**config.mk**
```make
export PLATFORM = sky130hd
export DESIGN_NAME = igr_shim_seg
export DESIGN_NICKNAME = d
export VERILOG_FILES = /design/src/source/igr_shim_pkg.sv /design/src/source/igr_shim_seg.sv
export SDC_FILE = /design/constraint.sdc
export NUM_CORES = 2
export LEC_CHECK = 0
export BUFFER_PORTS_ARGS = -buffer_cell sky130_fd_sc_hd__buf_2
export CORE_AREA = 2 2 500 502
export DETAILED_ROUTE_END_ITERATION = 7
export DIE_AREA = 0 0 502 504
export PLACE_DENSITY = 0.41
export SLEW_MARGIN = 25
export SYNTH_ARGS = -nofsm -noshare
export SYNTH_HDL_FRONTEND = slang
export SYNTH_SLANG_ARGS = --single-unit
```
**constraint.sdc**
```tcl
create_clock -name cclk -period 1.9 [get_ports cclk]
set_input_delay 0 -clock cclk [delete_from_list [all_inputs] [get_ports cclk]]
set_output_delay 0 -clock cclk [all_outputs]
set_load 0.01 [all_outputs]
```
**src/source/igr_shim_pkg.sv**
```systemverilog
//--------------------------------------------------------------------------
// shared widths, types and constants for the ingress shim that packs
// ethernet receive beats into aligned 64-byte packet buffer segments
// every shim module imports this package; the layout is fixed to eight
// 72-bit words per segment
//--------------------------------------------------------------------------
`default_nettype none

package igr_shim_pkg;

  // a segment is eight words, which is 64 data bytes
  localparam int SEG_WORDS = 8;

  // receive word, ecc byte sits above the 64 data bits
  typedef logic [71:0] word_w_ecc_t;

  // slot source, 0..7 pick an input lane and 8 picks the pad word
  typedef logic [3:0]  lane_sel_t;
  typedef logic [7:0]  slot_mask_t;

  // filled slots in the open segment, also used as a slot index
  typedef logic [2:0]  fill_t;

  // valid words in a beat, 1 to 8
  typedef logic [3:0]  nwords_t;

  typedef logic [2:0]  tc_t;

  // bit 0 is the port receive error, bit 1 a framing error seen here
  typedef logic [1:0]  err_t;
  typedef logic [31:0] ts_t;

  typedef enum logic {
    PKT_IDLE = 1'b0,
    PKT_BODY = 1'b1
  } pkt_state_t;

  // select code that steers the pad word into a slot
  localparam lane_sel_t LANE_PAD = 4'd8;

  // pad words carry a fixed ecc byte over zero data
  localparam word_w_ecc_t PAD_WORD = {8'h06, 64'h0};

endpackage

`default_nettype wire

```
**src/source/igr_shim_seg.sv**
```systemverilog
//--------------------------------------------------------------------------
// segment assembler of the ingress shim
// holds the partial segment in an eight-word bank fed by per-slot lane
// multiplexers, and keeps the start-of-packet fields for later segments
// the live segment is the bank merged with this beat, ready for the
// result stage on the closing beat
//--------------------------------------------------------------------------
`timescale 1ns/1ps
`default_nettype none

module igr_shim_seg (
  input  logic                  cclk,
  input  logic                  rst,
  input  igr_shim_pkg::word_w_ecc_t [igr_shim_pkg::SEG_WORDS-1:0] i_rx_data,
  input  igr_shim_pkg::tc_t     i_rx_tc,
  input  igr_shim_pkg::err_t    i_rx_err,
  input  igr_shim_pkg::ts_t     i_rx_ts,
  input  igr_shim_pkg::lane_sel_t [igr_shim_pkg::SEG_WORDS-1:0] i_slot_sel,
  input  igr_shim_pkg::slot_mask_t i_slot_we,
  input  igr_shim_pkg::slot_mask_t i_wrap_we,
  input  logic                  i_sop_cap,
  input  logic                  i_seg_close,
  input  logic                  i_close_eop,
  output igr_shim_pkg::word_w_ecc_t [igr_shim_pkg::SEG_WORDS-1:0] o_live_seg,
  output logic                  o_sop_flag,
  output igr_shim_pkg::tc_t     o_sop_tc,
  output igr_shim_pkg::ts_t     o_sop_ts,
  output igr_shim_pkg::err_t    o_sop_err
);

  import igr_shim_pkg::*;

  word_w_ecc_t [SEG_WORDS-1:0] lane_mux;
  word_w_ecc_t [SEG_WORDS-1:0] bank_q;

  logic  sop_flag_q;
  tc_t   sop_tc_q;
  ts_t   sop_ts_q;
  err_t  sop_err_q;
  logic  beat_v;

  //--------------------------------------------------------------------------
  // per-slot datapath
  //--------------------------------------------------------------------------

  for (genvar s = 0; s < SEG_WORDS; s++) begin : gen_slot

    // select codes 0..7 pick a lane, anything above steers in the pad word
    assign lane_mux[s] = (i_slot_sel[s] < LANE_PAD) ? i_rx_data[i_slot_sel[s][2:0]]
                                                    : PAD_WORD;

    // slots above the fill point still hold pad, so an early eop comes
    // out padded without any extra masking
    assign o_live_seg[s] = i_slot_we[s] ? lane_mux[s] : bank_q[s];

    // the bank must start out padded since the padding above relies on it
    // on close it takes the wrapped words and pads every other slot
    always_ff @(posedge cclk) begin
      if (rst) begin
        bank_q[s] <= PAD_WORD;
      end else if (i_seg_close) begin
        bank_q[s] <= i_wrap_we[s] ? lane_mux[s] : PAD_WORD;
      end else if (i_slot_we[s]) begin
        bank_q[s] <= lane_mux[s];
      end
    end

  end

  //--------------------------------------------------------------------------
  // start-of-packet fields
  //--------------------------------------------------------------------------

  // every valid beat lands at least one word in the open segment
  assign beat_v = |i_slot_we;

  // tc and ts are kept for every segment of the packet, the sop flag only
  // until the first segment closes
  // the error gathers over the beats of one segment, and a beat that wraps
  // seeds the next segment with its own error bits
  always_ff @(posedge cclk) begin
    if (rst || (i_seg_close && i_close_eop)) begin
      sop_flag_q <= 1'b0;
      sop_tc_q   <= '0;
      sop_ts_q   <= '0;
      sop_err_q  <= '0;
    end else begin
      if (i_sop_cap) begin
        sop_tc_q <= i_rx_tc;
        sop_ts_q <= i_rx_ts;
      end
      sop_flag_q <= i_seg_close ? 1'b0 : (i_sop_cap || sop_flag_q);
      if (i_seg_close) begin
        sop_err_q <= (|i_wrap_we) ? i_rx_err : '0;
      end else if (beat_v) begin
        sop_err_q <= sop_err_q | i_rx_err;
      end
    end
  end

  // a sop beat may close its own segment, so its fields bypass the holding
  // registers; the closing beat's error is added by the result stage
  assign o_sop_flag = i_sop_cap || sop_flag_q;
  assign o_sop_tc   = i_sop_cap ? i_rx_tc : sop_tc_q;
  assign o_sop_ts   = i_sop_cap ? i_rx_ts : sop_ts_q;
  assign o_sop_err  = sop_err_q;

endmodule

`default_nettype wire

```
[Word-level counts from Yosys, hierarchy flattened]
Cells that the tools add are included.
Storage, ports and cells
  input bits: 666
  bits in latches: 0
  flip-flop bits (word level): 614
  word-level logic and storage cells: 89
  memory bits (read-only): 0
  RAM bits: 0
  memories kept: 0
  output and inout port bits: 614
Operators by class
  bitwise logic cells: 1
  shift operators: 0
  multipliers: 0
  reduce and logical (&&, ||, !) cells: 7
  add/subtract/negate cells: 0
  muxes and demuxes: 53
  divide/modulo/power cells: 0
  order comparisons: 16
  equal/unequal tests: 0
Operators with widths (count)
  $mux 72: 40
  $bmux 72 s3: 8
  $lt 3x4->1 const B: 8
  $lt 4x4->1 const B: 8
  $mux 32: 1
  $reduce_or 8->1: 2
  $mux 2: 3
  $mux 3: 1
  $logic_or 1x1->1: 2
  $or 2x2->2: 1
  $reduce_bool 2->1: 1
  $reduce_or 2->1: 1
  $logic_and 1x1->1: 1

[Longest topological paths before layout]
  depth after elaboration: 5
  mapped depth: 6
  mapped depth without buffers: 3

[Worst setup path before layout]
OpenSTA, ideal clock, no wires.
  kind: in2reg
  start: in i_slot_sel[29] (netlist bit)
  end: reg bank_q[504] (netlist bit)
  stages on the path: 5
  arrival: 1181 ps
  path buffers: 2
  slack: 594 ps
  required time: 1775 ps
  cell sequence: buf_6 -> buf_2 -> mux4_2 -> mux2i_1 -> o22ai_2
On the way
  cells in the longest elaborated chain, start to end: 5
Ends and longest elaborated chain
  start, declared: RTL line igr_shim_seg.sv:18  | input igr_shim_pkg::lane_sel_t [igr_shim_pkg::SEG_WORDS-1:0] i_slot_sel,
  $bmux 72 s3: RTL line igr_shim_seg.sv:49  | assign lane_mux[s] = (i_slot_sel[s] < LANE_PAD) ? i_rx_data[i_slot_sel[s][2:0]]
  $mux 72 (not written as such): RTL line igr_shim_seg.sv:49
  $mux 72 *: RTL line igr_shim_seg.sv:49
  $mux 72 (on tied branches): RTL line igr_shim_seg.sv:63, igr_shim_seg.sv:62
  $mux 72 *: RTL line igr_shim_seg.sv:61  | end else if (i_seg_close) begin
  end signal, assigned by index: RTL line igr_shim_seg.sv:62  | bank_q[s] <= i_wrap_we[s] ? lane_mux[s] : PAD_WORD;
  end signal, assigned by index: RTL line igr_shim_seg.sv:64  | bank_q[s] <= lane_mux[s];
  end, declared: RTL line igr_shim_seg.sv:34  | word_w_ecc_t [SEG_WORDS-1:0] bank_q;
Mark *: on every way between the ends. The rest lies on a longest branch, timed or not. The select of a mux whose other input is x is not followed.
A chain may end at the register's enable or synchronous reset.

==> out/results.ini <==
[floorplan]
die_w_um=502
start_util_pct=23.35
placementRows=183
core_sq_mm=0.2475
pin_count=1280
dieHeight_um=504
die_area_sq_mm=0.2530

[yosys]
yosys_warnings=0
synth-seq-cells=614
synth-seq-area-share_pct=21.26
syn-num-nets=5472
syn_area_sq_mm=0.05780
postSynthAreaPerCell_sq_um=12.03
synthCells=4806
yosysUniqueCellTypes=25

[critical_path]
regToRegSetupSlack_ns=0.21
rr_startpoint=o_sop_err[1]
cp-startpoint=i_rx_data[134]
startpoint_type=input pin
end_kind=output port
critPathKind=input pin to output port
r2r_cells=3
worstReg2RegEnd=o_sop_err[1]
critPathMaxFanout=8
crit_arrival_ns=1.92
worstPathRequired_ns=1.90

[placed_design]
dp_cells=9363
hpwl_um=288100
place_area_sq_mm=0.07145
io_buffers=1279
post-place-ws_ns=-0.2333
place_congestion=0.9154

[final_layout]
areaGrowthSynthToFinish_pct=45.57
fillers=25081
layout.nets=7617
drive_above_1_share_pct=47.49
fin_area_sq_mm=0.08415
fin_cells=10412

[route]
drtIter0Drc=7104
vias=61971
drt_pass1_iterations=6
ant_nets=0
wl_per_cell_um=38.52
vias_per_cell=5.952
wl_um=401100
route.detailed.drc=0

[grt]
antenna_found_initial=108
grt_pass1_vias=60499
grt_util_all_layers_pct=30.42
grt_max_degree=59
gr-total-overflow=0
grt_pass1_wl_um=533100

[sta]
rsz0062_at_grt=yes
post-route-min-period_ns=1.918
timing_max_transition_violations_final=0
finalCritPeriodShare_pct=101.0
clock_skew_ns=0
relSlewSlack_pct=47.04
hold_viol=0
fmax_mhz=521.4
setup_slack_ns=-0.01808
worstMarginPinSlew_ns=0.7944
finalSetupTns_ns=-0.06544
setup_viol=7

[power_and_ir_drop]
sw_frac_of_total_pct=36.53
p_leak_nw=32.63
power_mw=55.04
cellPowerDensity_mw_per_mm2=654.1
p_int_mw=34.94
p_comb_share_pct=41.2
peakVddDrop_uv=709.6
power_frac_seq_pct=24.8
switching_power_mw=20.11
pwr-share-clk_pct=34.0

[flow_run]
drv_cap=0

[hold_path]
holdPathEnd=bank_q[143]
whs_path_depth=5
hp-class=input pin to flip-flop
min-delay-start=i_slot_sel[4]

[clock_network]
cts_root_buf=clkbuf_16
clk_latency_ns=0.70
h-tree-depth=3
clockBufferDepth=3
cts_tree=done
cts.sinks=614
cts_buffers=91
clkTransAtPathRegs_ns=0.06

[status]
status=complete, but fails checks
violations=setup timing

area by class of cell:
type / count / area (sq um) / share of cell area, %
multi-input cells: 3043 / 41050 / 48.79
well taps: 3330 / 4167 / 4.951
diodes: 61 / 152.6 / 0.1814
clock inverters: 39 / 541.8 / 0.6438
inverters: 562 / 2110 / 2.507
repair buffers: 2639 / 21220 / 25.22
clock buffers: 124 / 2611 / 3.103
flip-flops and latches: 614 / 12290 / 14.61
registers in the layout (all words and copies together) (netlist names):
| name | cells |
|---|---|
| o_sop_err | 2 |
| sop_ts_q | 32 |
| sop_flag_q | 1 |
| sop_tc_q | 3 |
| bank_q | 576 |
worst max path at each step:
stage / depth (start not counted) / endpoint
2_1_floorplan: 5 / bank_q[504]
3_3_place_gp: 8 / o_live_seg[114]
3_5_place_dp: 8 / o_live_seg[114]
4_1_cts: 7 / o_live_seg[530]
5_1_grt: 6 / o_live_seg[62]
6_report: 6 / o_live_seg[62]
through the flow:
| step | utilization [%] | hold WS (ns) |
|---|---|---|
| floorplan | - | 0.1591 |
| global placement | 28.87 | 0.3035 |
| global route | 33.98 | 0.03726 |
| finish | 34.00 | 0.08661 |
| CTS | 33.66 | 0.0008994 |
| detailed placement | 28.87 | 0.3045 |
kinds of logic (layout without fill, tap and decap cells):
kind of cell	count (synthesis)	after routing	synth area share (%)
mux	1771	1771	55.68
compound gates	1159	1159	12.68
buf+inv	1149	3364	9.297
flops	614	614	21.26
simple gates	113	113	1.076
other cells	0	61	0
worst max-delay path: stages:
cell and delay, ns:
dlygate4sd3_1 0.54, buf_2 0.19, mux4_2 0.48, mux2i_2 0.34, o22ai_4 0.19, buf_2 0.18
synth_stat cells:
cell type  instances  area [sq um]
a21o_1             1         7.510
a21oi_1           32         160.2
a221oi_1           2         17.52
buf_1             10         37.54
buf_2            149         745.7
buf_6            109          1227
buf_8              5         75.07
clkbuf_1         314          1179
dfxtp_1          614         12290
inv_1            562          2110
mux2_2            35         394.1
mux2i_1          584          5846
mux4_2          1152         25940
nand2b_1           8         50.05
nor2_1            32         120.1
nor2b_1           43         269.0
nor3_1             8         40.04
nor3b_1            1         7.510
o21ai_0            2         10.01
o22ai_1         1102          6894
o22ai_2           18         225.2
o41ai_1            2         17.52
or2_2              1         6.260
or3_1             17         106.4
or4_1              3         22.52
cell usage in the layout, fill, tap and decap left out, types with 51 or more instances in the layout:
cell,netlist,routed
buf_2,149,1214
mux4_2,1152,1152
o22ai_1,1102,1064
dlygate4sd3_1,0,793
dfxtp_1,614,614
inv_1,562,562
mux2i_1,584,502
buf_4,0,401
buf_12,0,154
clkbuf_16,0,93
mux2i_2,0,62
diode_2,0,61
o22ai_2,18,51
repair_timing:
| item | in CTS | in global routing |
|---|---|---|
| gates resized for setup | 62 | 176 |
| setup buffers | 0 | 13 |
| cloned | 0 | 2 |
| setup endpoints to repair | 46 | 111 |
| hold endpoints to repair | 579 | 0 |
| pin swaps | 0 | 2 |
| hold buffers | 831 | 0 |
layer usage:
layer  vias to the layer above  global-route usage (%)  share of wire [%]
li1                      24339                       -                  -
met1                     32167                   36.69                 37
met2                      4520                   48.54                 46
met3                       907                   8.429                 11
met4                        38                   17.42                6.5
met5                         -                       0              0.058
power by group through the flow:
stage               clock, mW  combinational, mW  sequential [mW]
finish                   18.7               22.7             13.7
CTS                      19.1               22.0             13.7
global route             19.5               23.4             13.7
detailed placement          0               19.0             13.9
floorplan                   0               9.97             13.9
global placement            0               18.8             13.9
Note: power is estimated with default switching activity, not from simulation.
