$ cat src/source/igr_shim_pkg.sv
//--------------------------------------------------------------------------
// shared widths, types and constants for the ingress shim that packs
// ethernet receive beats into aligned 64-byte packet buffer segments
// every shim module imports this package; the layout is fixed to eight
// 72-bit words per segment
//--------------------------------------------------------------------------
`default_nettype none

package igr_shim_pkg;

  // a segment is eight words, which is 64 data bytes
  localparam int SEG_WORDS = 8;

  // receive word, ecc byte sits above the 64 data bits
  typedef logic [71:0] word_w_ecc_t;

  // slot source, 0..7 pick an input lane and 8 picks the pad word
  typedef logic [3:0]  lane_sel_t;
  typedef logic [7:0]  slot_mask_t;

  // filled slots in the open segment, also used as a slot index
  typedef logic [2:0]  fill_t;

  // valid words in a beat, 1 to 8
  typedef logic [3:0]  nwords_t;

  typedef logic [2:0]  tc_t;

  // bit 0 is the port receive error, bit 1 a framing error seen here
  typedef logic [1:0]  err_t;
  typedef logic [31:0] ts_t;

  typedef enum logic {
    PKT_IDLE = 1'b0,
    PKT_BODY = 1'b1
  } pkt_state_t;

  // select code that steers the pad word into a slot
  localparam lane_sel_t LANE_PAD = 4'd8;

  // pad words carry a fixed ecc byte over zero data
  localparam word_w_ecc_t PAD_WORD = {8'h06, 64'h0};

endpackage

`default_nettype wire

$ cat src/source/igr_shim_decode.sv
//--------------------------------------------------------------------------
// decode stage of the ingress shim
// tracks segment fill and packet state, and works out for each segment
// slot which input lane feeds it, plus the write, wrap and close strobes
// all strobes are combinational from the current beat and the fill counter
//--------------------------------------------------------------------------
`timescale 1ns/1ps
`default_nettype none

module igr_shim_decode (
  input  logic                  cclk,
  input  logic                  rst,
  input  logic                  i_rx_v,
  input  igr_shim_pkg::nwords_t i_rx_nwords,
  input  logic                  i_rx_sop,
  input  logic                  i_rx_eop,
  output igr_shim_pkg::lane_sel_t [igr_shim_pkg::SEG_WORDS-1:0] o_slot_sel,
  output igr_shim_pkg::slot_mask_t o_slot_we,
  output igr_shim_pkg::slot_mask_t o_wrap_we,
  output logic                  o_sop_cap,
  output logic                  o_seg_close,
  output logic                  o_close_eop,
  output igr_shim_pkg::fill_t   o_close_pos,
  output logic                  o_frame_err
);

  import igr_shim_pkg::*;

  fill_t      fill_q;
  pkt_state_t state_q;

  // fill plus beat size, at most 7 + 8 so four bits are enough
  logic [3:0] total;
  logic [3:0] last_idx;

  assign total    = {1'b0, fill_q} + i_rx_nwords;
  assign last_idx = total - 4'd1;

  // a segment closes when slot 7 fills or the packet ends
  assign o_seg_close = i_rx_v && (i_rx_eop || (total >= 4'd8));
  assign o_close_eop = i_rx_v && i_rx_eop;

  // eop beats never cross the boundary, so the last index fits in a slot
  assign o_close_pos = last_idx[2:0];

  assign o_sop_cap = i_rx_v && i_rx_sop;

  // sop only expected between packets, body beats only inside one
  assign o_frame_err = i_rx_v &&
                       (i_rx_sop ? (state_q == PKT_BODY) : (state_q == PKT_IDLE));

  //--------------------------------------------------------------------------
  // slot steering
  //--------------------------------------------------------------------------

  // slot s is fed by lane (s - fill) mod 8
  // slots at or above fill belong to the open segment, and the ones below
  // fill only take a word when the beat runs past slot 7 and wraps
  always_comb begin
    fill_t lane;
    logic  hit;
    for (int s = 0; s < SEG_WORDS; s++) begin
      lane = fill_t'(s) - fill_q;
      hit  = ({1'b0, lane} < i_rx_nwords);
      o_slot_sel[s] = hit ? {1'b0, lane} : LANE_PAD;
      o_slot_we[s]  = i_rx_v && hit && (fill_t'(s) >= fill_q);
      o_wrap_we[s]  = i_rx_v && !i_rx_eop && hit && (fill_t'(s) < fill_q);
    end
  end

  //--------------------------------------------------------------------------
  // fill counter and packet state
  //--------------------------------------------------------------------------

  // fill wraps modulo 8 naturally, and eop always restarts at slot 0
  // any beat that is not eop leaves the machine inside a packet, which also
  // lets a stray body beat resync after a framing error
  always_ff @(posedge cclk) begin
    if (rst) begin
      fill_q  <= '0;
      state_q <= PKT_IDLE;
    end else if (i_rx_v) begin
      if (i_rx_eop) begin
        fill_q  <= '0;
        state_q <= PKT_IDLE;
      end else begin
        fill_q  <= total[2:0];
        state_q <= PKT_BODY;
      end
    end
  end

endmodule

`default_nettype wire

$ cat config.mk
export PLATFORM = sky130hd
export DESIGN_NAME = igr_shim_decode
export DESIGN_NICKNAME = d
export VERILOG_FILES = /design/src/source/igr_shim_pkg.sv /design/src/source/igr_shim_decode.sv
export SDC_FILE = /design/constraint.sdc
export NUM_CORES = 1
export LEC_CHECK = 0
export BUFFER_PORTS_ARGS = -buffer_cell sky130_fd_sc_hd__buf_2
export CORE_MARGIN = 8
export CORE_UTILIZATION = 48
export DETAILED_ROUTE_END_ITERATION = 8
export MAX_ROUTING_LAYER = met4
export PLACE_DENSITY_LB_ADDON = 0.1
export SYNTH_ARGS = -nofsm -noshare
export SYNTH_HDL_FRONTEND = slang
export SYNTH_SLANG_ARGS = --single-unit
$ cat constraint.sdc
create_clock -name cclk -period 3.42 [get_ports cclk]
set_input_delay 0.513 -clock cclk [delete_from_list [all_inputs] [get_ports cclk]]
set_output_delay 0.513 -clock cclk [all_outputs]
set_load 0.01 [all_outputs]
# Word-level counts from Yosys, hierarchy flattened
# Cells that the tools add are included.
[word_totals]
reg_bits = 4
inputBits = 9
output_inout_bits = 55
elab_cells = 88
[classes]
addsub = 10
n_lt_le_gt_ge = 25
n_mux = 11
bitwise_logic = 1
n_reduce_logical = 39
[op_table]
columns = ["cell", "count"]
rows = [
  ["logical AND 1 bit", 37],
  ["< comparator 3 x 4 -> 1 bit", 8],
  ["2-to-1 mux 4 bit", 8],
  [">= comparator 3 bit, first input constant", 4],
  ["< comparator 3 bit, first input constant", 4],
  ["subtractor 3 bit, first input constant", 4],
  [">= comparator 1 x 3 -> 1 bit, first input constant", 2],
  [">= comparator 2 x 3 -> 1 bit, first input constant", 2],
  ["< comparator 1 x 3 -> 1 bit, first input constant", 2],
  ["< comparator 2 x 3 -> 1 bit, first input constant", 2],
  ["subtractor 1 x 3 -> 3 bit, first input constant", 2],
  ["subtractor 2 x 3 -> 3 bit, first input constant", 2],
  ["adder 3 x 4 -> 4 bit", 1],
  [">= comparator 4 bit, second input constant", 1],
  ["2-to-1 mux 3 bit", 1],
  ["subtractor 3 x 1 -> 3 bit, second input constant", 1],
  ["2-to-1 mux 1 bit", 2],
  ["zero test 1 bit", 1],
  ["logical OR 1 bit", 1],
  ["inverter 1 bit", 1],
]

# Logic depth before layout (Yosys ltp)
[depth]
depth_word = 4
depth_mapped = 8
ltp_nobuf = 7

# Worst setup path after synthesis
# Ideal clock, no wire load.
[synth_path]
path_type = "flip-flop to output port"
startpoint = "reg fill_q[1]"
endpoint = "out o_wrap_we[2]"
t_arrival_ps = 2300
required_time_ps = 2907
setup_slack_ps = 607
path_stages_with_launch = 8
n_path_buf = 0
cell_sequence = "dfxtp_1 > inv_1 > ha_1 > inv_1 > ha_1 > nand2b_1 > a211oi_2 > a2111oi_0"
[synth_between]
elab_chain_len = 4
[synth_lines]
columns = ["item", "line_no", "source"]
rows = [
  ["start, declared", "igr_shim_decode.sv:29", "fill_t fill_q;"],
  ["start signal, assigned", "igr_shim_decode.sv:87", "fill_q <= total[2:0];"],
  ["subtractor 2 x 3 -> 3 bit", "igr_shim_decode.sv:63", "lane = fill_t'(s) - fill_q;"],
  ["< comparator 3 x 4 -> 1 bit", "igr_shim_decode.sv:64", "hit = ({1'b0, lane} < i_rx_nwords);"],
  ["logical AND 1 bit", "igr_shim_decode.sv:67", "o_wrap_we[s] = i_rx_v && !i_rx_eop && hit && (fill_t'(s) < fill_q);"],
  ["logical AND 1 bit (*)", "igr_shim_decode.sv:67", ""],
  ["end, declared", "igr_shim_decode.sv:19", "output igr_shim_pkg::slot_mask_t o_wrap_we,"],
]
# Every way passes the cells marked *; elsewhere a longest branch is shown, timed or not.

# Worst setup path in the final report
[layout_path]
startpoint = "reg fill_q[2]"
endpoint = "out o_slot_we[5]"
[layout_between]
elab_chain_len = 4
[layout_lines]
columns = ["item", "line_no", "source"]
rows = [
  ["subtractor 3 bit", "igr_shim_decode.sv:63", ""],
  ["< comparator 3 x 4 -> 1 bit", "igr_shim_decode.sv:64", ""],
  ["logical AND 1 bit", "igr_shim_decode.sv:66", "o_slot_we[s] = i_rx_v && hit && (fill_t'(s) >= fill_q);"],
  ["logical AND 1 bit (*)", "igr_shim_decode.sv:66", ""],
  ["end, declared", "igr_shim_decode.sv:18", "output igr_shim_pkg::slot_mask_t o_slot_we,"],
]
# Marks and branches as above.

==> results_tabular.tex <==
\begin{tabular}{lr}
\hline
Metric & Value \\
\hline
\multicolumn{2}{l}{\textbf{Placed design}} \\
Placer Congestion & 0.829 \\
IO Port Bufs & 62 \\
DP Cell Count & roughly 240 \\
HPWL after detailed placement & 3160 microns \\
Worst setup slack before clock tree synthesis & $\sim$0.64 ns \\
\multicolumn{2}{l}{\textbf{Global route}} \\
Vias in the first global route & roughly 1400 \\
GR Util All Layers & 0.183 \\
Largest net degree at the start of global routing & 13 \\
Wire length of the first global-routing pass & 6140 microns \\
Remaining Overflow, GRT & 0 \\
Number of antenna violations at the first check in global routing & 0 \\
\multicolumn{2}{l}{\textbf{Synthesis}} \\
Syn Nets & just under 200 \\
Cell area after technology mapping & between 1000 and 1500 sq um \\
Number of synthesis warnings & 0 \\
Count of flip-flops with a built-in enable after synthesis & 0 \\
Unique masters post-synth & 31 \\
Yosys top cell by area & ha\_1 \\
Most common cell in the netlist & nor2\_1 \\
Average size of a mapped cell & 7.15 sq um \\
Register bit total from synthesis & 4 \\
Ranking of synthesized cells by area & ha\_1 33\%, nor2\_1 16\%, a211oi\_2 7.9\% \\
Area share of the largest cell type after synthesis & 0.325 \\
Asr flop ratio synth & 0 \\
Number of instances in the synthesized netlist & roughly 160 \\
Most used flip-flop cell after synthesis & dfxtp\_1 \\
Share of synthesized area occupied by flip-flops and latches & 0.0718 \\
Post-synth top cells & 48 x nor2\_1, 29 x ha\_1, 12 x inv\_1 \\
\multicolumn{2}{l}{\textbf{STA}} \\
Final setup slack of the worst path & about 0.33 ns \\
Setup TNS & 0 ns \\
Post-route minimum period & 3.09 ns \\
Fmax achieved & 324 MHz \\
Unrepaired setup endpoints after global routing & false \\
Count of final hold-check violations & 0 \\
Actual transition at the worst max-transition pin & $\sim$0.5 ns \\
Final worst path period share & 0.903 \\
Maximum clock skew at final layout & between 0.007 and 0.008 ns \\
Number of failing setup endpoints in the final timing report & 0 \\
Max-slew headroom at the worst pin & 0.666 \\
Number of slew-limit violations in the final report & 0 \\
\multicolumn{2}{l}{\textbf{Setup path}} \\
Worst stage delay on the critical path & approximately 0.57 ns \\
Crit path from & fill\_q[2] \\
Worst-path fanout max & 12 \\
Kind of end point of the critical path & output port \\
Crit path max-delay cell type & dfxtp\_1 \\
Cell Chain, Critical Path & inv\_1, ha\_1, inv\_1, ha\_1, nor2\_1, a211oi\_2, a211oi\_1, buf\_2 \\
Cell count of the worst reg-to-reg path & 5 \\
R2R Path End & fill\_q[2] \\
Worst Path Required & around 2.9 ns \\
Path type of the worst setup path & reg2out \\
Arrival time worst endpoint & 2.57 ns \\
Worst reg2reg setup slack & about 1.5 ns \\
Launch instance of the worst register-to-register path & fill\_q[2] \\
Sort of element at the start of the critical path & flip-flop \\
\multicolumn{2}{l}{\textbf{Clocking}} \\
CTS Sinks & 4 \\
Clock tree from TritonCTS & done \\
Number of buffers added to fix hold violations after cts & 0 \\
H-tree Lvls & 1 \\
CTS clock-pin slew for the worst setup and hold paths & roughly 0.04 ns \\
Number of buffers created by CTS & 3 \\
Resized cells post-CTS & 0 \\
Maximum buffer depth of the clock tree & 2 \\
Worst-Skew Late Latency & between 0.2 and 0.25 ns \\
Library cell used as clock root buffer & clkbuf\_4 \\
Setup repair bufs after CTS & 0 \\
\multicolumn{2}{l}{\textbf{Power and ir drop}} \\
Fraction of power spent switching nets & 0.486 \\
Power density of the placed cells & approximately 250 nW/um\^{}2 \\
Static leakage power & between 0.8 and 0.9 nW \\
Pint & 0.189 mW \\
Peak VDD IR & about 220 uV \\
Combinational power share & 0.697 \\
Portion of total power attributed to sequential cells & 0.143 \\
Net switching power & about 0.18 mW \\
Post-layout power & around 0.37 mW \\
Clock share of power & 0.160 \\
\multicolumn{2}{l}{\textbf{Layout}} \\
Share of final-layout standard cells stronger than drive strength 1 & 0.347 \\
Count of nets after finishing & between 200 and 300 \\
Layout area overhead & 32.1\% \\
Final cell count without fillers & $\sim$250 \\
Utilization after layout & 0.666 \\
Diodes inserted & 0 \\
\multicolumn{2}{l}{\textbf{Floorplanning}} \\
Die area & 4120 sq um \\
Horizontal die dimension & 64.2 microns \\
Starting Density & 0.504 \\
I/O pin cnt & 64 \\
Height of the die & between 60 and 70 microns \\
Num rows & 17 \\
Core ar. & about 2200 sq um \\
\multicolumn{2}{l}{\textbf{Hold path}} \\
Worst min-delay path endpoint & fill\_q[1] \\
Hold crit path type & in2reg \\
Worst hold path stage count & 2 \\
Start point of the worst min-delay path & rst \\
\multicolumn{2}{l}{\textbf{Route}} \\
Via-per-instance ratio & roughly 5.3 \\
Drt wl/cell & around 15 microns \\
Detailed-route wire length & 3780 microns \\
Drt first-iter violations & 27 \\
Router iterations before antenna repair & 4 \\
Remaining routing DRC violations & 0 \\
Remaining antenna violation count after routing & 0 \\
Via count & around 1300 \\
\multicolumn{2}{l}{\textbf{Job}} \\
Reported max-cap violation count & 0 \\
\multicolumn{2}{l}{\textbf{Status}} \\
Result of the run & finished clean \\
\hline
\end{tabular}
## power groups by stage
| stage | sequential, mW | combinational [mW] | clock [mW] |
|---|---|---|---|
| CTS | 0.0527 | 0.258 | 0.0605 |
| floorplan | 0.0543 | 0.157 | 0 |
| finish | 0.0527 | 0.256 | 0.0586 |
| detailed placement | 0.0534 | 0.257 | 0 |
| global route | 0.0532 | 0.284 | 0.0636 |
| global placement | 0.0532 | 0.247 | 0 |
## cells in the final DEF (no fill, tap or decap), types with 2 or more instances in the layout
master     n
buf_2     62
nor2_1    48
ha_1      29
inv_1     12
nand2_1    8
a211oi_2   7
nor3_1     7
nor2b_1    6
nand2b_1   5
dfxtp_1    4
a21oi_1    3
clkbuf_4   3
xor2_1     2
a311oi_1   2
nand3_1    2
xnor2_1    2
buf_4      2
## worst max-delay path by stage
stage                        end  slack, ns  cells after the start
floorplan           o_wrap_we[2]       0.61                      7
global placement    o_slot_we[5]       0.73                      8
detailed placement  o_slot_we[5]       0.64                      8
CTS                 o_slot_we[5]       0.37                      8
global route        o_wrap_we[5]       0.21                      8
finish              o_slot_we[5]       0.33                      8
## metal layers
| layer | track usage | vias up | wire (microns) |
|---|---|---|---|
| met3 | 0.0470 | 6 | 313 |
| met2 | 0.326 | 63 | 1960 |
| met1 | 0.188 | 600 | 1450 |
| li1 | - | 650 | - |
| met5 | - | - | 0 |
| met4 | 0.0736 | 0 | 61 |
## stage by stage
step                      instance area [sq um]  hold slack [ns]
after global routing                       1470            0.512
after global placement                     1450            0.489
final                                      1470            0.486
after detailed placement                   1450            0.480
after floorplan                            1110            0.464
after CTS                                  1470            0.480
## area by class of cell
class | instances | area [sq um]
Fill cell | 230 | 739
Inverter | 13 | 48.8
Timing Repair Buffer | 64 | 325
Sequential cell | 4 | 80.1
Clock buffer | 3 | 22.5
Tap cell | 28 | 35.0
Multi-Input combinational cell | 135 | 961
## sequential cells by signal (all words and copies together), names as in the netlist
register / cells
fill_q: 3
state_q: 1
## logic make-up (layout without fill, tap and decap cells)
kind of cell    after synthesis  in the layout  synth area share
xor+xnor                      4              4            0.0314
flops                         4              4            0.0718
simple gates                 80             80             0.314
compound gates               20             20             0.169
fa+ha+maj                    30             30             0.343
other cells                   1              1           0.00336
buf+inv                      17             80            0.0662
## critical path, delay by kind of cell, from the launching register on
kind	cells	cell delay (ns)
fa+ha+maj	2	0.66
flops	1	0.57
compound gates	2	0.54
buf+inv	3	0.50
simple gates	1	0.05
Note: power is estimated with default switching activity, not from simulation.
