<file path="config.mk">
export PLATFORM = sky130hd
export DESIGN_NAME = igr_shim_result
export DESIGN_NICKNAME = d
export VERILOG_FILES = /design/src/source/igr_shim_pkg.sv /design/src/source/igr_shim_result.sv
export SDC_FILE = /design/constraint.sdc
export NUM_CORES = 1
export LEC_CHECK = 0
export BUFFER_PORTS_ARGS = -buffer_cell sky130_fd_sc_hd__buf_2
export CORE_AREA = 5 5 478 480
export DETAILED_ROUTE_END_ITERATION = 8
export DIE_AREA = 0 0 483 485
export GPL_TIMING_DRIVEN = 0
export PLACE_DENSITY = 0.32
export SYNTH_ARGS = -nofsm -noshare
export SYNTH_HDL_FRONTEND = slang
export SYNTH_SLANG_ARGS = --single-unit
</file>
<file path="constraint.sdc">
create_clock -name cclk -period 1.6 [get_ports cclk]
set_input_delay 0.48 -clock cclk [delete_from_list [all_inputs] [get_ports cclk]]
set_output_delay 0.48 -clock cclk [all_outputs]
set_load 0.02 [all_outputs]
</file>
<file path="src/source/igr_shim_pkg.sv">
//--------------------------------------------------------------------------
// shared widths, types and constants for the ingress shim that packs
// ethernet receive beats into aligned 64-byte packet buffer segments
// every shim module imports this package; the layout is fixed to eight
// 72-bit words per segment
//--------------------------------------------------------------------------
`default_nettype none

package igr_shim_pkg;

  // a segment is eight words, which is 64 data bytes
  localparam int SEG_WORDS = 8;

  // receive word, ecc byte sits above the 64 data bits
  typedef logic [71:0] word_w_ecc_t;

  // slot source, 0..7 pick an input lane and 8 picks the pad word
  typedef logic [3:0]  lane_sel_t;
  typedef logic [7:0]  slot_mask_t;

  // filled slots in the open segment, also used as a slot index
  typedef logic [2:0]  fill_t;

  // valid words in a beat, 1 to 8
  typedef logic [3:0]  nwords_t;

  typedef logic [2:0]  tc_t;

  // bit 0 is the port receive error, bit 1 a framing error seen here
  typedef logic [1:0]  err_t;
  typedef logic [31:0] ts_t;

  typedef enum logic {
    PKT_IDLE = 1'b0,
    PKT_BODY = 1'b1
  } pkt_state_t;

  // select code that steers the pad word into a slot
  localparam lane_sel_t LANE_PAD = 4'd8;

  // pad words carry a fixed ecc byte over zero data
  localparam word_w_ecc_t PAD_WORD = {8'h06, 64'h0};

endpackage

`default_nettype wire

</file>
<file path="src/source/igr_shim_result.sv">
//--------------------------------------------------------------------------
// result stage of the ingress shim
// registers each finished segment with its metadata on the closing beat
// and raises a one-cycle valid toward the packet buffer
//--------------------------------------------------------------------------
`timescale 1ns/1ps
`default_nettype none

module igr_shim_result (
  input  logic                  cclk,
  input  logic                  rst,
  input  igr_shim_pkg::word_w_ecc_t [igr_shim_pkg::SEG_WORDS-1:0] i_live_seg,
  input  logic                  i_seg_close,
  input  logic                  i_close_eop,
  input  igr_shim_pkg::fill_t   i_close_pos,
  input  logic                  i_frame_err,
  input  logic                  i_sop_flag,
  input  igr_shim_pkg::tc_t     i_sop_tc,
  input  igr_shim_pkg::ts_t     i_sop_ts,
  input  igr_shim_pkg::err_t    i_sop_err,
  input  igr_shim_pkg::err_t    i_rx_err,
  output logic                  o_seg_v,
  output igr_shim_pkg::word_w_ecc_t [igr_shim_pkg::SEG_WORDS-1:0] o_seg_data,
  output logic                  o_seg_sop,
  output logic                  o_seg_eop,
  output igr_shim_pkg::fill_t   o_seg_eop_pos,
  output igr_shim_pkg::tc_t     o_seg_tc,
  output igr_shim_pkg::err_t    o_seg_err,
  output igr_shim_pkg::ts_t     o_seg_ts
);

  import igr_shim_pkg::*;

  // only bit 0 of the port error is meaningful, bit 1 is ours
  err_t close_err;

  assign close_err = i_sop_err | {i_frame_err, i_rx_err[0]};

  // the buffer expects padded data and zero metadata out of reset
  always_ff @(posedge cclk) begin
    if (rst) begin
      o_seg_v       <= 1'b0;
      o_seg_data    <= {SEG_WORDS{PAD_WORD}};
      o_seg_sop     <= 1'b0;
      o_seg_eop     <= 1'b0;
      o_seg_eop_pos <= '0;
      o_seg_tc      <= '0;
      o_seg_err     <= '0;
      o_seg_ts      <= '0;
    end else begin
      o_seg_v <= i_seg_close;
      if (i_seg_close) begin
        o_seg_data    <= i_live_seg;
        o_seg_sop     <= i_sop_flag;
        o_seg_eop     <= i_close_eop;
        // a segment closed by filling always ends at slot 7
        o_seg_eop_pos <= i_close_eop ? i_close_pos : 3'd7;
        o_seg_tc      <= i_sop_tc;
        o_seg_err     <= close_err;
        o_seg_ts      <= i_sop_ts;
      end
    end
  end

endmodule

`default_nettype wire

</file>
# [After elaboration in Yosys (flattened, before gate mapping)]
# Index checks and enable logic that the tools add are counted.
[classes] mux=1 n_bitwise=1
[ops] cell="$mux 3" n=1
[ops] cell="$or 2x2->2" n=1
[totals] regBits=619 in_bits=624 output_inout_bits=619 elab_cells=17

# [Longest topological paths before layout]
# Gate-level depths: netlist of run 1.
[depth] ltp_word=1 ltp_mapped=5 depth_no_buf=2

# [Least setup slack after synthesis of run 1]
# No wires, ideal clock.
[synth_timing] kind="input -> register" startpoint="input port i_seg_close" endpoint="register o_seg_data[518] (netlist name)" setup_time_ns=0.128 arrival_ns=1.176 t_required_ns=1.472 slack_ns=0.297 stages=5 path_buffers=3 cell_sequence="buf_6 -> buf_12 -> buf_8 -> mux2i_1 -> nor2_1"
[synth_rtl] item="from (decl)" line_no="igr_shim_result.sv:13" source="input logic i_seg_close,"
[synth_rtl] item="to (signal assigned)" line_no="igr_shim_result.sv:43" source="o_seg_data <= {SEG_WORDS{PAD_WORD}};"
[synth_rtl] item="to (signal assigned)" line_no="igr_shim_result.sv:53" source="o_seg_data <= i_live_seg;"
[synth_rtl] item="to (decl)" line_no="igr_shim_result.sv:23" source="output igr_shim_pkg::word_w_ecc_t [igr_shim_pkg::SEG_WORDS-1:0] o_seg_data,"

# [Worst setup path in the final report of run 1]
[layout_timing] startpoint="register o_seg_ts[2]" endpoint="output port o_seg_ts[2]"
[layout_rtl] item="from (decl)" line_no="igr_shim_result.sv:29" source="output igr_shim_pkg::ts_t o_seg_ts"
[layout_rtl] item="from (signal assigned)" line_no="igr_shim_result.sv:60" source="o_seg_ts <= i_sop_ts;"
# No word-level cell between the ends.

==> impl_summary.log, run 1 <==
INFO  metric synthMostInstantiatedCell = sky130_fd_sc_hd__dfxtp_1
INFO  metric synth_top_cell_area_share = 55.5%
INFO  metric power.density_cell_area = 977 nW/um^2
INFO  metric htree_num_levels = 3
INFO  metric timing_worst_slew_pin_value = 699 ps
INFO  metric gr-total-overflow = 0
INFO  metric boundaryPins = 1243
INFO  metric clk_pin_slew = 50 ps
INFO  metric timing.critical_path.max_delay_family = flip-flops
INFO  metric gpl.final_weighted_congestion = 0.869
INFO  metric max-clock-path-buffers = 3
INFO  metric fmax = 0.592 GHz
INFO  metric outcome = finished with violations
INFO  metric drv_cap = 0
INFO  metric vias = 22600
INFO  metric asyncSetResetFlopFracSynth = 0%
INFO  metric number_of_nets_produced_by_synthesis = 2625
INFO  metric critPathMaxFanout = 2
INFO  metric clock_insertion_delay_worst_skew = 680 ps
INFO  metric cts_tree = done
INFO  metric first_pass_grt_wire_length = 224000 um
INFO  metric synth_edf_count = 0
INFO  metric global_route.usage.total = 14.0%
INFO  metric post_synth_inst_count = 2001
INFO  metric worst_ep_required_time = 1120 ps
INFO  metric grt_setup_unrepaired = true
INFO  metric grt_start_max_net_pins = 20
INFO  metric routed_via_density = 3.22
INFO  metric hpwl = 145000 um
INFO  metric area_of_the_mapped_netlist = 22300 um^2
INFO  metric number_of_global_route_vias_before_repair = 23900
INFO  metric die_h = 485 um
INFO  metric power.ir.vdd_worst = 676 uV
INFO  metric detail_route.iter0.violations = 867
INFO  metric x_dimension_of_the_die = 483 um
INFO  metric core_area = 224000 um^2
INFO  metric placed_cell_area = 32300 um^2
INFO  metric ys_ff_latch = 619
INFO  metric clock-sinks = 619
INFO  metric timing_max_transition_violations_final = 0
INFO  metric timing.slew.headroom = 53.2%
INFO  metric dominantRegCellSynth = sky130_fd_sc_hd__dfxtp_1
INFO  metric flow.area_growth_from_synthesis = 109%
INFO  metric cts-root-buf = sky130_fd_sc_hd__clkbuf_16
INFO  metric num_rows = 174
INFO  metric initial_antenna_violation_count = 64
INFO  metric design_area = 46500 um^2
INFO  metric post-route-min-period = 1690 ps
INFO  metric timing.critical_path.to_type = primary output
INFO  metric pre_cts_slack = -1010 ps
INFO  metric crit_arrival = 1210 ps
INFO  metric avgSynthCellArea = 11.2 um^2
INFO  metric critical_path.cell_chain = buf_12
INFO  metric synth_seq_area_share = 55.5%
INFO  metric finalWirelength = 170000 um
INFO  metric portBuffers = 1239
INFO  metric post_drt_wl_per_cell = 24.2 um
INFO  metric setup_viol = 462
INFO  metric synthTopCellsByCount = 619 x sky130_fd_sc_hd__dfxtp_1, 604 x sky130_fd_sc_hd__nor2_1, 597 x sky130_fd_sc_hd__mux2i_1
INFO  metric clock-skew-final = 0 ps
INFO  metric class_of_the_worst_hold_path = in2reg
INFO  metric final_critical_path_setup_slack = -88.4 ps
INFO  metric startpoint_type = flop
INFO  metric detail_route.first_pass.iterations = 4
INFO  metric critical_setup_path_kind = reg2out
INFO  metric synth-warning-count = 0
INFO  metric path_buf_inv = 1
INFO  metric finish.net_count = 4569
INFO  metric ant_nets = 0
INFO  metric hold_viol_final = 0
INFO  metric floorplan.die_area = 234000 um^2
INFO  metric cts_buffers = 81
INFO  metric cp_slowest_stage_delay = 360 ps
INFO  metric synth.top_cells.by_area = sky130_fd_sc_hd__dfxtp_1 56%, sky130_fd_sc_hd__mux2i_1 27%, sky130_fd_sc_hd__nor2_1 10%
INFO  metric post-synth-top-area-cell = sky130_fd_sc_hd__dfxtp_1
INFO  metric failing_checks = negative setup slack
INFO  metric synth_cell_types = 14
INFO  metric num-fill-cells = 24800
INFO  metric drc = 0
INFO  metric part_of_the_cycle_the_worst_path_needs = 106%
INFO  metric power.static_leakage = 21.3 nW
INFO  metric worst_path_max_delay_cell = sky130_fd_sc_hd__dfxtp_2
INFO  metric start_util = 9.97%
INFO  metric share_of_layout_cells_above_drive_strength_1 = 54.5%
-- worst paths after layout --
path	from	endpoint	slack, ps	depth (start not counted)
worst min register to register	o_seg_eop_pos[1]	o_seg_eop_pos[1]	490	2
worst min-delay path	i_sop_ts[29]	o_seg_ts[29]	100	3
worst max register to register	o_seg_data[426]	o_seg_data[426]	780	2
worst max-delay path	o_seg_ts[2]	o_seg_ts[2]	-90	1
-- cell families after synthesis --
logic type | synth area share (%)
mux | 26.8
flops | 55.5
buf+inv | 6.22
compound gates | 0.813
simple gates | 10.6
-- worst register-to-register path: cells and delay by family (launching register included) --
| family | cells | cell delay [ps] |
|---|---|---|
| simple gates | 1 | 130 |
| compound gates | 1 | 220 |
| flops | 1 | 370 |
-- placed cells by master, fill, tap and decap left out, types with 3 or more instances in the layout --
| cell | n |
|---|---|
| sky130_fd_sc_hd__buf_2 | 677 |
| sky130_fd_sc_hd__nor2_1 | 604 |
| sky130_fd_sc_hd__mux2i_1 | 597 |
| sky130_fd_sc_hd__dfxtp_2 | 576 |
| sky130_fd_sc_hd__dlygate4sd3_1 | 550 |
| sky130_fd_sc_hd__buf_6 | 491 |
| sky130_fd_sc_hd__buf_8 | 143 |
| sky130_fd_sc_hd__clkbuf_16 | 84 |
| sky130_fd_sc_hd__buf_4 | 73 |
| sky130_fd_sc_hd__buf_12 | 53 |
| sky130_fd_sc_hd__dfxtp_4 | 43 |
| sky130_fd_sc_hd__clkbuf_1 | 27 |
| sky130_fd_sc_hd__clkbuf_8 | 21 |
| sky130_fd_sc_hd__nor2b_1 | 17 |
| sky130_fd_sc_hd__diode_2 | 16 |
| sky130_fd_sc_hd__a211o_1 | 16 |
| sky130_fd_sc_hd__clkinv_2 | 8 |
| sky130_fd_sc_hd__bufinv_16 | 4 |
| sky130_fd_sc_hd__clkbuf_2 | 3 |
| sky130_fd_sc_hd__inv_1 | 3 |
| sky130_fd_sc_hd__a311oi_1 | 3 |
-- layout make-up --
class / count / area, um^2 / share of cell area [%]
multi-input combinational: 1239 / 8530 / 18.3
sequential: 619 / 13300 / 28.5
tap: 2992 / 3740 / 8.04
buffer: 139 / 1380 / 2.96
inverter: 3 / 11.3 / 0.0242
antenna: 16 / 40.0 / 0.0860
timing repair buffer: 1862 / 16900 / 36.2
clock inverter: 19 / 256 / 0.551
clock buffer: 123 / 2460 / 5.28
-- routing by layer --
layer	vias to the layer above	global-route usage, %	wire (um)
met2	1076	22.8	78300
met4	28	3.15	3760
met3	215	8.35	21700
met5	-	0	184
li1	10600	-	-
met1	10700	15.5	66100
-- repair_timing --
action / in CTS / in global routing
setup buffers: 50 / 23
hold buffers: 550 / 0
endpoints found under the hold margin: 549 / 0
gates resized for setup: 2035 / 47
endpoints found under the setup margin: 759 / 619
-- power breakdown --
| group | leakage [nW] | internal [W] | switching, W |
|---|---|---|---|
| combinational | 14.6 | 0.00463 | 0.00459 |
| sequential | 5.33 | 0.0165 | 0.000779 |
| clock | 1.33 | 0.0112 | 0.00775 |
| total | 21.3 | 0.0324 | 0.0131 |
-- per-stage QoR --
stage / TNS, ps / power (W) / std cells / hold WS, ps / util (%)
floorplan: 0 / 0.0203 / 2001 / 547 / -
global placement: -401830 / 0.0239 / 6232 / 466 / 14.4
detailed placement: -419940 / 0.0239 / 6232 / 474 / 14.4
CTS: -85290 / 0.0465 / 6973 / 0.615 / 20.6
global route: -80290 / 0.0476 / 7008 / 26.5 / 20.8
finish: -14000 / 0.0455 / 7012 / 95.2 / 20.8
-- flip-flops by register name (all words and copies together), names as in the netlist --
name	flops
o_seg_eop_pos	3
o_seg_tc	3
o_seg_sop	1
o_seg_err	2
o_seg_data	576
o_seg_v	1
o_seg_eop	1
o_seg_ts	32
Power figures use the tool's default switching activity.
==> inputs of run 2 (changes only) <==
--- a/config.mk
+++ b/config.mk
@@ -5,12 +5,14 @@
 export SDC_FILE = /design/constraint.sdc
 export NUM_CORES = 1
 export LEC_CHECK = 0
+export ABC_AREA = 1
 export BUFFER_PORTS_ARGS = -buffer_cell sky130_fd_sc_hd__buf_2
-export CORE_AREA = 5 5 478 480
+export CORE_AREA = 5 5 482 484
 export DETAILED_ROUTE_END_ITERATION = 8
-export DIE_AREA = 0 0 483 485
+export DIE_AREA = 0 0 487 489
 export GPL_TIMING_DRIVEN = 0
-export PLACE_DENSITY = 0.32
+export PLACE_DENSITY = 0.31
 export SYNTH_ARGS = -nofsm -noshare
 export SYNTH_HDL_FRONTEND = slang
 export SYNTH_SLANG_ARGS = --single-unit
+export TNS_END_PERCENT = 1
==> run 2 against run 1 <==
Net effect:
- largest cell class unchanged
- the run still ends with negative setup slack left
- critical endpoint is now o_seg_data[154]
- worst hold slack worse by 21 ps
- flip-flop and latch count stayed put
- critical path depth increased by 6
- clock-buffer cell count decreased by 1
- combinational power shrank 2.6%
- critical path type is now in2reg
==> impl_summary.log, run 2 <==
INFO  metric floorplan.die_area = 238000 um^2 (+1.7%)
INFO  metric finish.net_count = 5211 (+14%)
INFO  metric muxShareOfSynthArea = 0% (-27 points)
INFO  metric number_of_nets_produced_by_synthesis = 3309 (+26%)
INFO  metric finish.utilization = 19.5% (-1.3 points)
INFO  metric htree_num_levels = 3 (unchanged)
INFO  metric number_of_global_route_vias_before_repair = 27000 (+13%)
INFO  metric reg2reg_slack = 890 ps (+110 ps)
INFO  metric cts_tree = done
INFO  metric asyncSetResetFlopFracSynth = 0% (unchanged)
INFO  metric cellInternalPower = 0.0317 W (-2.0%)
INFO  metric mostFrequentLayoutCells = 1200 x sky130_fd_sc_hd__nor2_1, 724 x sky130_fd_sc_hd__buf_2, 576 x sky130_fd_sc_hd__dlygate4sd3_1, 557 x sky130_fd_sc_hd__o21ai_0, 530 x sky130_fd_sc_hd__buf_6
INFO  metric timing_max_transition_violations_final = 0 (unchanged)
INFO  metric flow.area_growth_from_synthesis = 107%
INFO  metric critical_setup_path_kind = in2reg
INFO  metric timing_worst_slew_pin_value = 958 ps (+259 ps)
INFO  metric dominantRegCellSynth = sky130_fd_sc_hd__dfxtp_1
INFO  metric largestRegisters = o_seg_data (576), o_seg_ts (32)
INFO  metric power.ir.vdd_worst = 675 uV (-0.14%)
INFO  metric power.static_leakage = 19.3 nW (-9.2%)
INFO  metric synthMostInstantiatedCell = sky130_fd_sc_hd__nor2_1
INFO  metric timing.slew.headroom = 36.1% (-17 points)
INFO  metric global_route.usage.total = 12.7% (-1.3 points)
INFO  metric synth_edf_count = 0 (unchanged)
INFO  metric cts-root-buf = sky130_fd_sc_hd__clkbuf_16
INFO  metric clk_pin_slew = 60 ps (about the same)
INFO  metric synth_cell_types = 14 (unchanged)
INFO  metric part_of_the_cycle_the_worst_path_needs = 108% (+2.6 points)
INFO  metric cts_buffers = 84 (+3.7%)
INFO  metric first_pass_grt_wire_length = 214000 um (-4.6%)
INFO  metric dominant_combinational_cell_family_by_area_after_synthesis = simple AND/OR/NAND/NOR gates
INFO  metric registers.top_by_ff_count = o_seg_data
INFO  metric synth-warning-count = 0 (unchanged)
INFO  metric finalWirelength = 160000 um (-6.0%)
INFO  metric max-clock-path-buffers = 3 (unchanged)
INFO  metric drv_cap = 0 (unchanged)
INFO  metric fmax = 0.578 GHz (-2.4%)
INFO  metric comb_power_share = 19.9% (-0.4 points)
INFO  metric class_of_the_worst_hold_path = in2reg
INFO  metric post_synth_inst_count = 2685 (+34%)
INFO  metric start_util = 9.43% (-0.54 points)
INFO  metric clock-sinks = 619 (unchanged)
INFO  metric gpl.final_weighted_congestion = 0.838 (-3.5%)
INFO  metric synth-compound-area-share = 14.1% (+13 points)
INFO  metric share_of_layout_cells_above_drive_strength_1 = 42.8% (-12 points)
INFO  metric synth_seq_area_share = 57.9% (+2.4 points)
INFO  metric power.density_cell_area = 1020 nW/um^2 (+4.3%)
INFO  metric initial_antenna_violation_count = 46 (-28%)
INFO  metric drc = 0 (unchanged)
INFO  metric routed_via_density = 3.34 (+3.6%)
INFO  metric p_sw = 0.0135 W (+2.7%)
INFO  metric num-fill-cells = 25600 (+3.3%)
INFO  metric post-route-min-period = 1730 ps (+42.2 ps)
INFO  metric yosys.area_share.adder = 0% (unchanged)
INFO  metric worst_ep_required_time = 2210 ps (+1090 ps)
INFO  metric x_dimension_of_the_die = 487 um (+0.83%)
INFO  metric numPlacedInstances = 6934 (+11%)
INFO  metric post-synth-top-area-cell = sky130_fd_sc_hd__dfxtp_1
INFO  metric avgSynthCellArea = 7.97 um^2 (-29%)
INFO  metric critPathMaxFanout = 10 (+8)
INFO  metric final_cells = 7675 (+9.5%)
INFO  metric post_drt_wl_per_cell = 20.8 um (-14%)
INFO  metric synth_simple_gate_area_share = 22.1% (+11 points)
INFO  metric clock_insertion_delay_worst_skew = 680 ps (about the same)
INFO  metric core_area = 227000 um^2 (+1.4%)
INFO  metric largest_register_ffs = 576 (unchanged)
INFO  metric timing.critical_path.to_type = flop
INFO  metric detail_route.iter0.violations = 979 (+13%)
INFO  metric detail_route.first_pass.iterations = 5 (+1)
INFO  metric setup_viol = 633 (+37%)
INFO  metric vias = 25600 (+13%)
INFO  metric failing_checks = negative setup slack
INFO  metric startpoint_type = input port
INFO  metric ys_ff_latch = 619 (unchanged)
INFO  metric synthTopCellsByCount = 1203 x sky130_fd_sc_hd__nor2_1, 619 x sky130_fd_sc_hd__dfxtp_1, 557 x sky130_fd_sc_hd__o21ai_0
INFO  metric post_synth_xor_area_fraction = 0% (unchanged)
INFO  metric crit_arrival = 2340 ps (+1130 ps)
INFO  metric boundaryPins = 1243 (unchanged)
INFO  metric outcome = finished with violations
INFO  metric synth_top_cell_area_share = 57.9% (+2.4 points)
INFO  metric die_h = 489 um (+0.82%)
INFO  metric synth.top_cells.by_area = sky130_fd_sc_hd__dfxtp_1 58%, sky130_fd_sc_hd__nor2_1 21%, sky130_fd_sc_hd__o21ai_0 13%
INFO  metric final_critical_path_setup_slack = -131 ps (-42.2 ps)
INFO  metric hpwl = 133000 um (-7.9%)
INFO  metric post-cts-setup-buffer-count = 0 (-100%)
INFO  metric num_rows = 175 (+0.57%)
INFO  metric power_frac_clock = 41.4% (-0.3 points)
INFO  metric hold_viol_final = 0 (unchanged)
INFO  metric gr-total-overflow = 0 (unchanged)
INFO  metric clock-skew-final = 0 ps (unchanged)
INFO  metric ant_nets = 0 (unchanged)
INFO  metric final_common_cell = sky130_fd_sc_hd__nor2_1
INFO  metric grt_start_max_net_pins = 13 (-35%)
INFO  metric area_of_the_mapped_netlist = 21400 um^2 (-4.1%)
INFO  metric grt_setup_unrepaired = true
INFO  metric post-layout-total-power = 0.0452 W (-0.66%)
INFO  metric portBuffers = 1240 (+0.081%)
INFO  metric netSwitchingFraction = 29.8% (+0.98 points)
INFO  metric sequential_share_of_power = 38.7% (+0.7 points)
[run 2: cell count changes after synthesis, moves of 5 or more]
cell                       before   now
sky130_fd_sc_hd__buf_8         58     0
sky130_fd_sc_hd__nand2_1        0    36
sky130_fd_sc_hd__o21ai_0        0   557
sky130_fd_sc_hd__nand3_1        0    16
sky130_fd_sc_hd__mux2i_1      597     0
sky130_fd_sc_hd__buf_2         57    21
sky130_fd_sc_hd__o21ai_1        0    44
sky130_fd_sc_hd__clkbuf_1      12   125
sky130_fd_sc_hd__nor2_1       604  1203
sky130_fd_sc_hd__buf_6          4    56
sky130_fd_sc_hd__nor2b_1       17     0
sky130_fd_sc_hd__buf_12         6     1
sky130_fd_sc_hd__a211o_1       16     0
[run 2: per-stage QoR]
stage / TNS, ps / hold WS [ps] / area [um^2] / worst slack [ps]
final: -21470 / 74.0 / 44300 / -131
after floorplan: 0 / 530 / 21400 / 178
after detailed placement: -518970 / 443 / 31400 / -1420
after global routing: -101280 / 10.1 / 44300 / -207
after global placement: -522470 / 439 / 31400 / -1440
after CTS: -111770 / 0.121 / 42300 / -219
[run 2: cells by family (layout without fill, tap and decap cells)]
family | after synthesis | after routing
flops | 619 | 619
buf+inv | 209 | 2170
other cells | 0 | 20
compound gates | 602 | 602
simple gates | 1255 | 1255
[run 2: repair_timing]
action / CTS / global route
hold buffers: 576 / 0
hold endpoints to repair: 576 / 0
endpoints found under the setup margin: 991 / 826
resized for setup: 936 / 869
[run 2: area by class of cell]
class                      count  area (um^2)  share of cell area (%)
timing repair buffer        1816        15700                    35.3
sequential                   619        13100                    29.6
multi-input combinational   1857         7760                    17.5
tap                         3009         3760                    8.49
clock buffer                 122         2430                    5.47
buffer                       205         1250                    2.83
clock inverter                23          254                   0.573
antenna                       20         50.0                   0.113
inverter                       4         15.0                  0.0339
[run 2: path summary, 6_finish.rpt]
kind	from	endpoint	cells after the start
max	rst	o_seg_data[154]	7
min	i_live_seg[286]	o_seg_data[286]	3
max reg2reg	o_seg_data[525]	o_seg_data[525]	2
min reg2reg	o_seg_data[209]	o_seg_data[209]	2
[run 2: critical path: stages]
cell and delay [ps]:
sky130_fd_sc_hd__buf_2 110, sky130_fd_sc_hd__inv_2 230, sky130_fd_sc_hd__buf_4 320, sky130_fd_sc_hd__buf_4 290, sky130_fd_sc_hd__clkbuf_1 500, sky130_fd_sc_hd__o21ai_0 220, sky130_fd_sc_hd__nor2_1 140
[run 2: layer usage]
layer	GRT usage, %	share of wire (%)	up-vias
met5	0	0.13	-
met4	6.37	5.5	34
met3	5.88	10	255
met2	22.0	48	1066
met1	12.9	36	11800
li1	-	-	12500
[run 2: power by group through the flow]
stage                     Sequential [W]  Clock, W  Combinational [W]
after floorplan                   0.0186         0            0.00177
after global placement            0.0174         0            0.00672
after detailed placement          0.0174         0            0.00669
after CTS                         0.0173    0.0196            0.00867
after global routing              0.0176    0.0201            0.00968
final                             0.0175    0.0187            0.00898
==> inputs of run 3 (changes only) <==
--- a/config.mk
+++ b/config.mk
@@ -10,7 +10,7 @@
 export CORE_AREA = 5 5 482 484
 export DETAILED_ROUTE_END_ITERATION = 8
 export DIE_AREA = 0 0 487 489
-export GPL_TIMING_DRIVEN = 0
+export GPL_TIMING_DRIVEN = 1
 export PLACE_DENSITY = 0.31
 export SYNTH_ARGS = -nofsm -noshare
 export SYNTH_HDL_FRONTEND = slang
==> run 3 against run 2 <==
Net effect:
- the run still ends with negative setup slack left
- setup slack gained 50 ps
- sequential power about the same
- global-route usage shrank 1.3 points
- register-to-register slack better by 20 ps
- highest routed layer unchanged
- clock-buffer cell count fell by 4
- flip-flop and latch count unchanged
- routed wire length shrank 9.5%
- non-clock buffer count shrank 66
- die area stayed put
- design area rose by 0.42%
==> impl_summary.log, run 3 (synthesis gave the netlist of run 2 again) <==
INFO  metric hpwl = 116000 um (-13%)
INFO  metric class_of_the_worst_hold_path = in2reg
INFO  metric x_dimension_of_the_die = 487 um (unchanged)
INFO  metric final_critical_path_setup_slack = -80.6 ps (+50.0 ps)
INFO  metric grt_setup_unrepaired = true
INFO  metric final_common_cell = sky130_fd_sc_hd__nor2_1
INFO  metric timing.critical_path.to_type = primary output
INFO  metric post_drt_wl_per_cell = 19.0 um (-8.7%)
INFO  metric cts-root-buf = sky130_fd_sc_hd__clkbuf_16
INFO  metric clock_insertion_delay_worst_skew = 690 ps (about the same)
INFO  metric clock-sinks = 619 (unchanged)
INFO  metric vias = 25300 (-1.2%)
INFO  metric detail_route.iter0.violations = 924 (-5.6%)
INFO  metric mostFrequentLayoutCells = 1203 x sky130_fd_sc_hd__nor2_1, 669 x sky130_fd_sc_hd__buf_2, 574 x sky130_fd_sc_hd__dlygate4sd3_1, 557 x sky130_fd_sc_hd__o21ai_0, 542 x sky130_fd_sc_hd__dfxtp_2
INFO  metric cp_slowest_stage_delay = 360 ps (-140 ps)
INFO  metric reg2reg_to = o_seg_data[534]
INFO  metric post-route-min-period = 1680 ps (-50.0 ps)
INFO  metric drv_cap = 0 (unchanged)
INFO  metric max-clock-path-buffers = 3 (unchanged)
INFO  metric portBuffers = 1241 (+0.081%)
INFO  metric crit_arrival = 1200 ps (-1140 ps)
INFO  metric power.density_cell_area = 1010 nW/um^2 (-0.94%)
INFO  metric reg2reg_depth = 2 (unchanged)
INFO  metric part_of_the_cycle_the_worst_path_needs = 105% (-3.1 points)
INFO  metric clock-skew-final = 0 ps (unchanged)
INFO  metric floorplan.die_area = 238000 um^2 (unchanged)
INFO  metric global_route.usage.total = 11.4% (-1.3 points)
INFO  metric worst_hold_slack = 88.2 ps (+14.2 ps)
INFO  metric setup_viol = 566 (-11%)
INFO  metric timing.critical_path.max_delay_family = flip-flops
INFO  metric gpl.final_weighted_congestion = 0.848 (+1.1%)
INFO  metric power.static_leakage = 19.5 nW (+1.1%)
INFO  metric power.ir.vdd_worst = 675 uV (about the same)
INFO  metric num_rows = 175 (unchanged)
INFO  metric path_buf_inv = 1 (-4)
INFO  metric fmax = 0.595 GHz (+3.0%)
INFO  metric htree_num_levels = 3 (unchanged)
INFO  metric startpoint_type = flop
INFO  metric initial_antenna_violation_count = 51 (+11%)
INFO  metric hold_viol_final = 0 (unchanged)
INFO  metric placed_cell_area = 31600 um^2 (+0.71%)
INFO  metric critical_setup_path_kind = reg2out
INFO  metric timing.slew.headroom = 73.9% (+38 points)
INFO  metric r2r-start = o_seg_data[534]
INFO  metric largestRegisters = o_seg_data (576), o_seg_ts (32)
INFO  metric die_h = 489 um (unchanged)
INFO  metric critical_path.cell_chain = buf_12
INFO  metric finalWirelength = 145000 um (-9.5%)
INFO  metric finish.net_count = 5143 (-1.3%)
INFO  metric hold_start = i_live_seg[146]
INFO  metric drc = 0 (unchanged)
INFO  metric worst_ep_required_time = 1120 ps (-1090 ps)
INFO  metric finish.utilization = 19.6% (+0.082 points)
INFO  metric boundaryPins = 1243 (unchanged)
INFO  metric outcome = finished with violations
INFO  metric failing_checks = negative setup slack
INFO  metric gr-total-overflow = 0 (unchanged)
INFO  metric detail_route.first_pass.iterations = 5 (unchanged)
INFO  metric clk_pin_slew = 60 ps (about the same)
INFO  metric worst_path_max_delay_cell = sky130_fd_sc_hd__dfxtp_2
INFO  metric routed_via_density = 3.33 (-0.32%)
INFO  metric timing_max_transition_violations_final = 0 (unchanged)
INFO  metric largest_register_ffs = 576 (unchanged)
INFO  metric reg2reg_slack = 910 ps (+20 ps)
INFO  metric timing_worst_slew_pin_value = 390 ps (-569 ps)
INFO  metric cts_buffers = 82 (-2.4%)
INFO  metric start_util = 9.43% (unchanged)
INFO  metric ant_nets = 0 (unchanged)
INFO  metric timing.hold.worst_endpoint = o_seg_data[146]
INFO  metric registers.top_by_ff_count = o_seg_data
INFO  metric grt_start_max_net_pins = 73 (+60)
INFO  metric cts_tree = done
INFO  metric design_area = 44500 um^2 (+0.42%)
INFO  metric flow.area_growth_from_synthesis = 108%
INFO  metric core_area = 227000 um^2 (unchanged)
INFO  metric min_delay_path_depth = 3 (unchanged)
INFO  metric number_of_global_route_vias_before_repair = 26000 (-3.8%)
INFO  metric critPathMaxFanout = 2 (-8)
INFO  metric first_pass_grt_wire_length = 196000 um (-8.0%)
INFO  metric share_of_layout_cells_above_drive_strength_1 = 45.2% (+2.4 points)
[run 3: what timing repair did]
item | CTS | global route
endpoints found under the setup margin | 619 | 619
setup buffers | 0 | 1
hold buffers | 574 | 0
hold endpoints to repair | 574 | 0
gates resized for setup | 939 | 854
[run 3: stage by stage]
stage	power (W)	TNS, ps	setup slack [ps]	instances
2_1_floorplan	0.0204	0	178	2685
3_3_place_gp	0.0239	-248	-59.9	6869
3_5_place_dp	0.0238	-488	-65.3	6869
4_1_cts	0.0454	-100400	-208	7589
5_1_grt	0.0473	-82960	-202	7608
6_report	0.0450	-13100	-80.6	7608
[run 3: routing by layer]
layer | GRT usage, % | routed length, um | vias to the layer above
met1 | 12.4 | 55100 | 11700
met2 | 20.2 | 71100 | 1055
met4 | 3.76 | 4870 | 38
li1 | - | - | 12300
met5 | 0 | 240 | -
met3 | 4.67 | 13400 | 229
[run 3: final cells by class]
cell class | instances | area [um^2]
tap | 3009 | 3760
sequential | 619 | 13100
fill | 25500 | 182000
multi-input combinational | 1857 | 7740
clock inverter | 28 | 317
inverter | 4 | 30.0
timing repair buffer | 1955 | 17100
antenna | 18 | 45.0
clock buffer | 118 | 2390
[run 3: worst reg2reg max path: cells and delay by family (launching register included)]
| family | cells | cell delay, ps |
|---|---|---|
| compound gates | 1 | 190 |
| flops | 1 | 330 |
| simple gates | 1 | 60 |
[run 3: how the worst max path moves through the flow]
stage                    start              end  cells after the start
6_report       o_seg_data[335]  o_seg_data[335]                      1
3_3_place_gp       i_seg_close  o_seg_data[474]                      7
4_1_cts        o_seg_data[444]  o_seg_data[444]                      1
5_1_grt        o_seg_data[347]  o_seg_data[347]                      1
3_5_place_dp       i_seg_close  o_seg_data[474]                      7
2_1_floorplan      i_seg_close   o_seg_data[94]                      8
[run 3: power breakdown]
| part | switching, W | internal, W |
|---|---|---|
| Combinational | 0.00454 | 0.00426 |
| Clock | 0.00777 | 0.0109 |
| Sequential | 0.000779 | 0.0167 |
| Total | 0.0131 | 0.0319 |
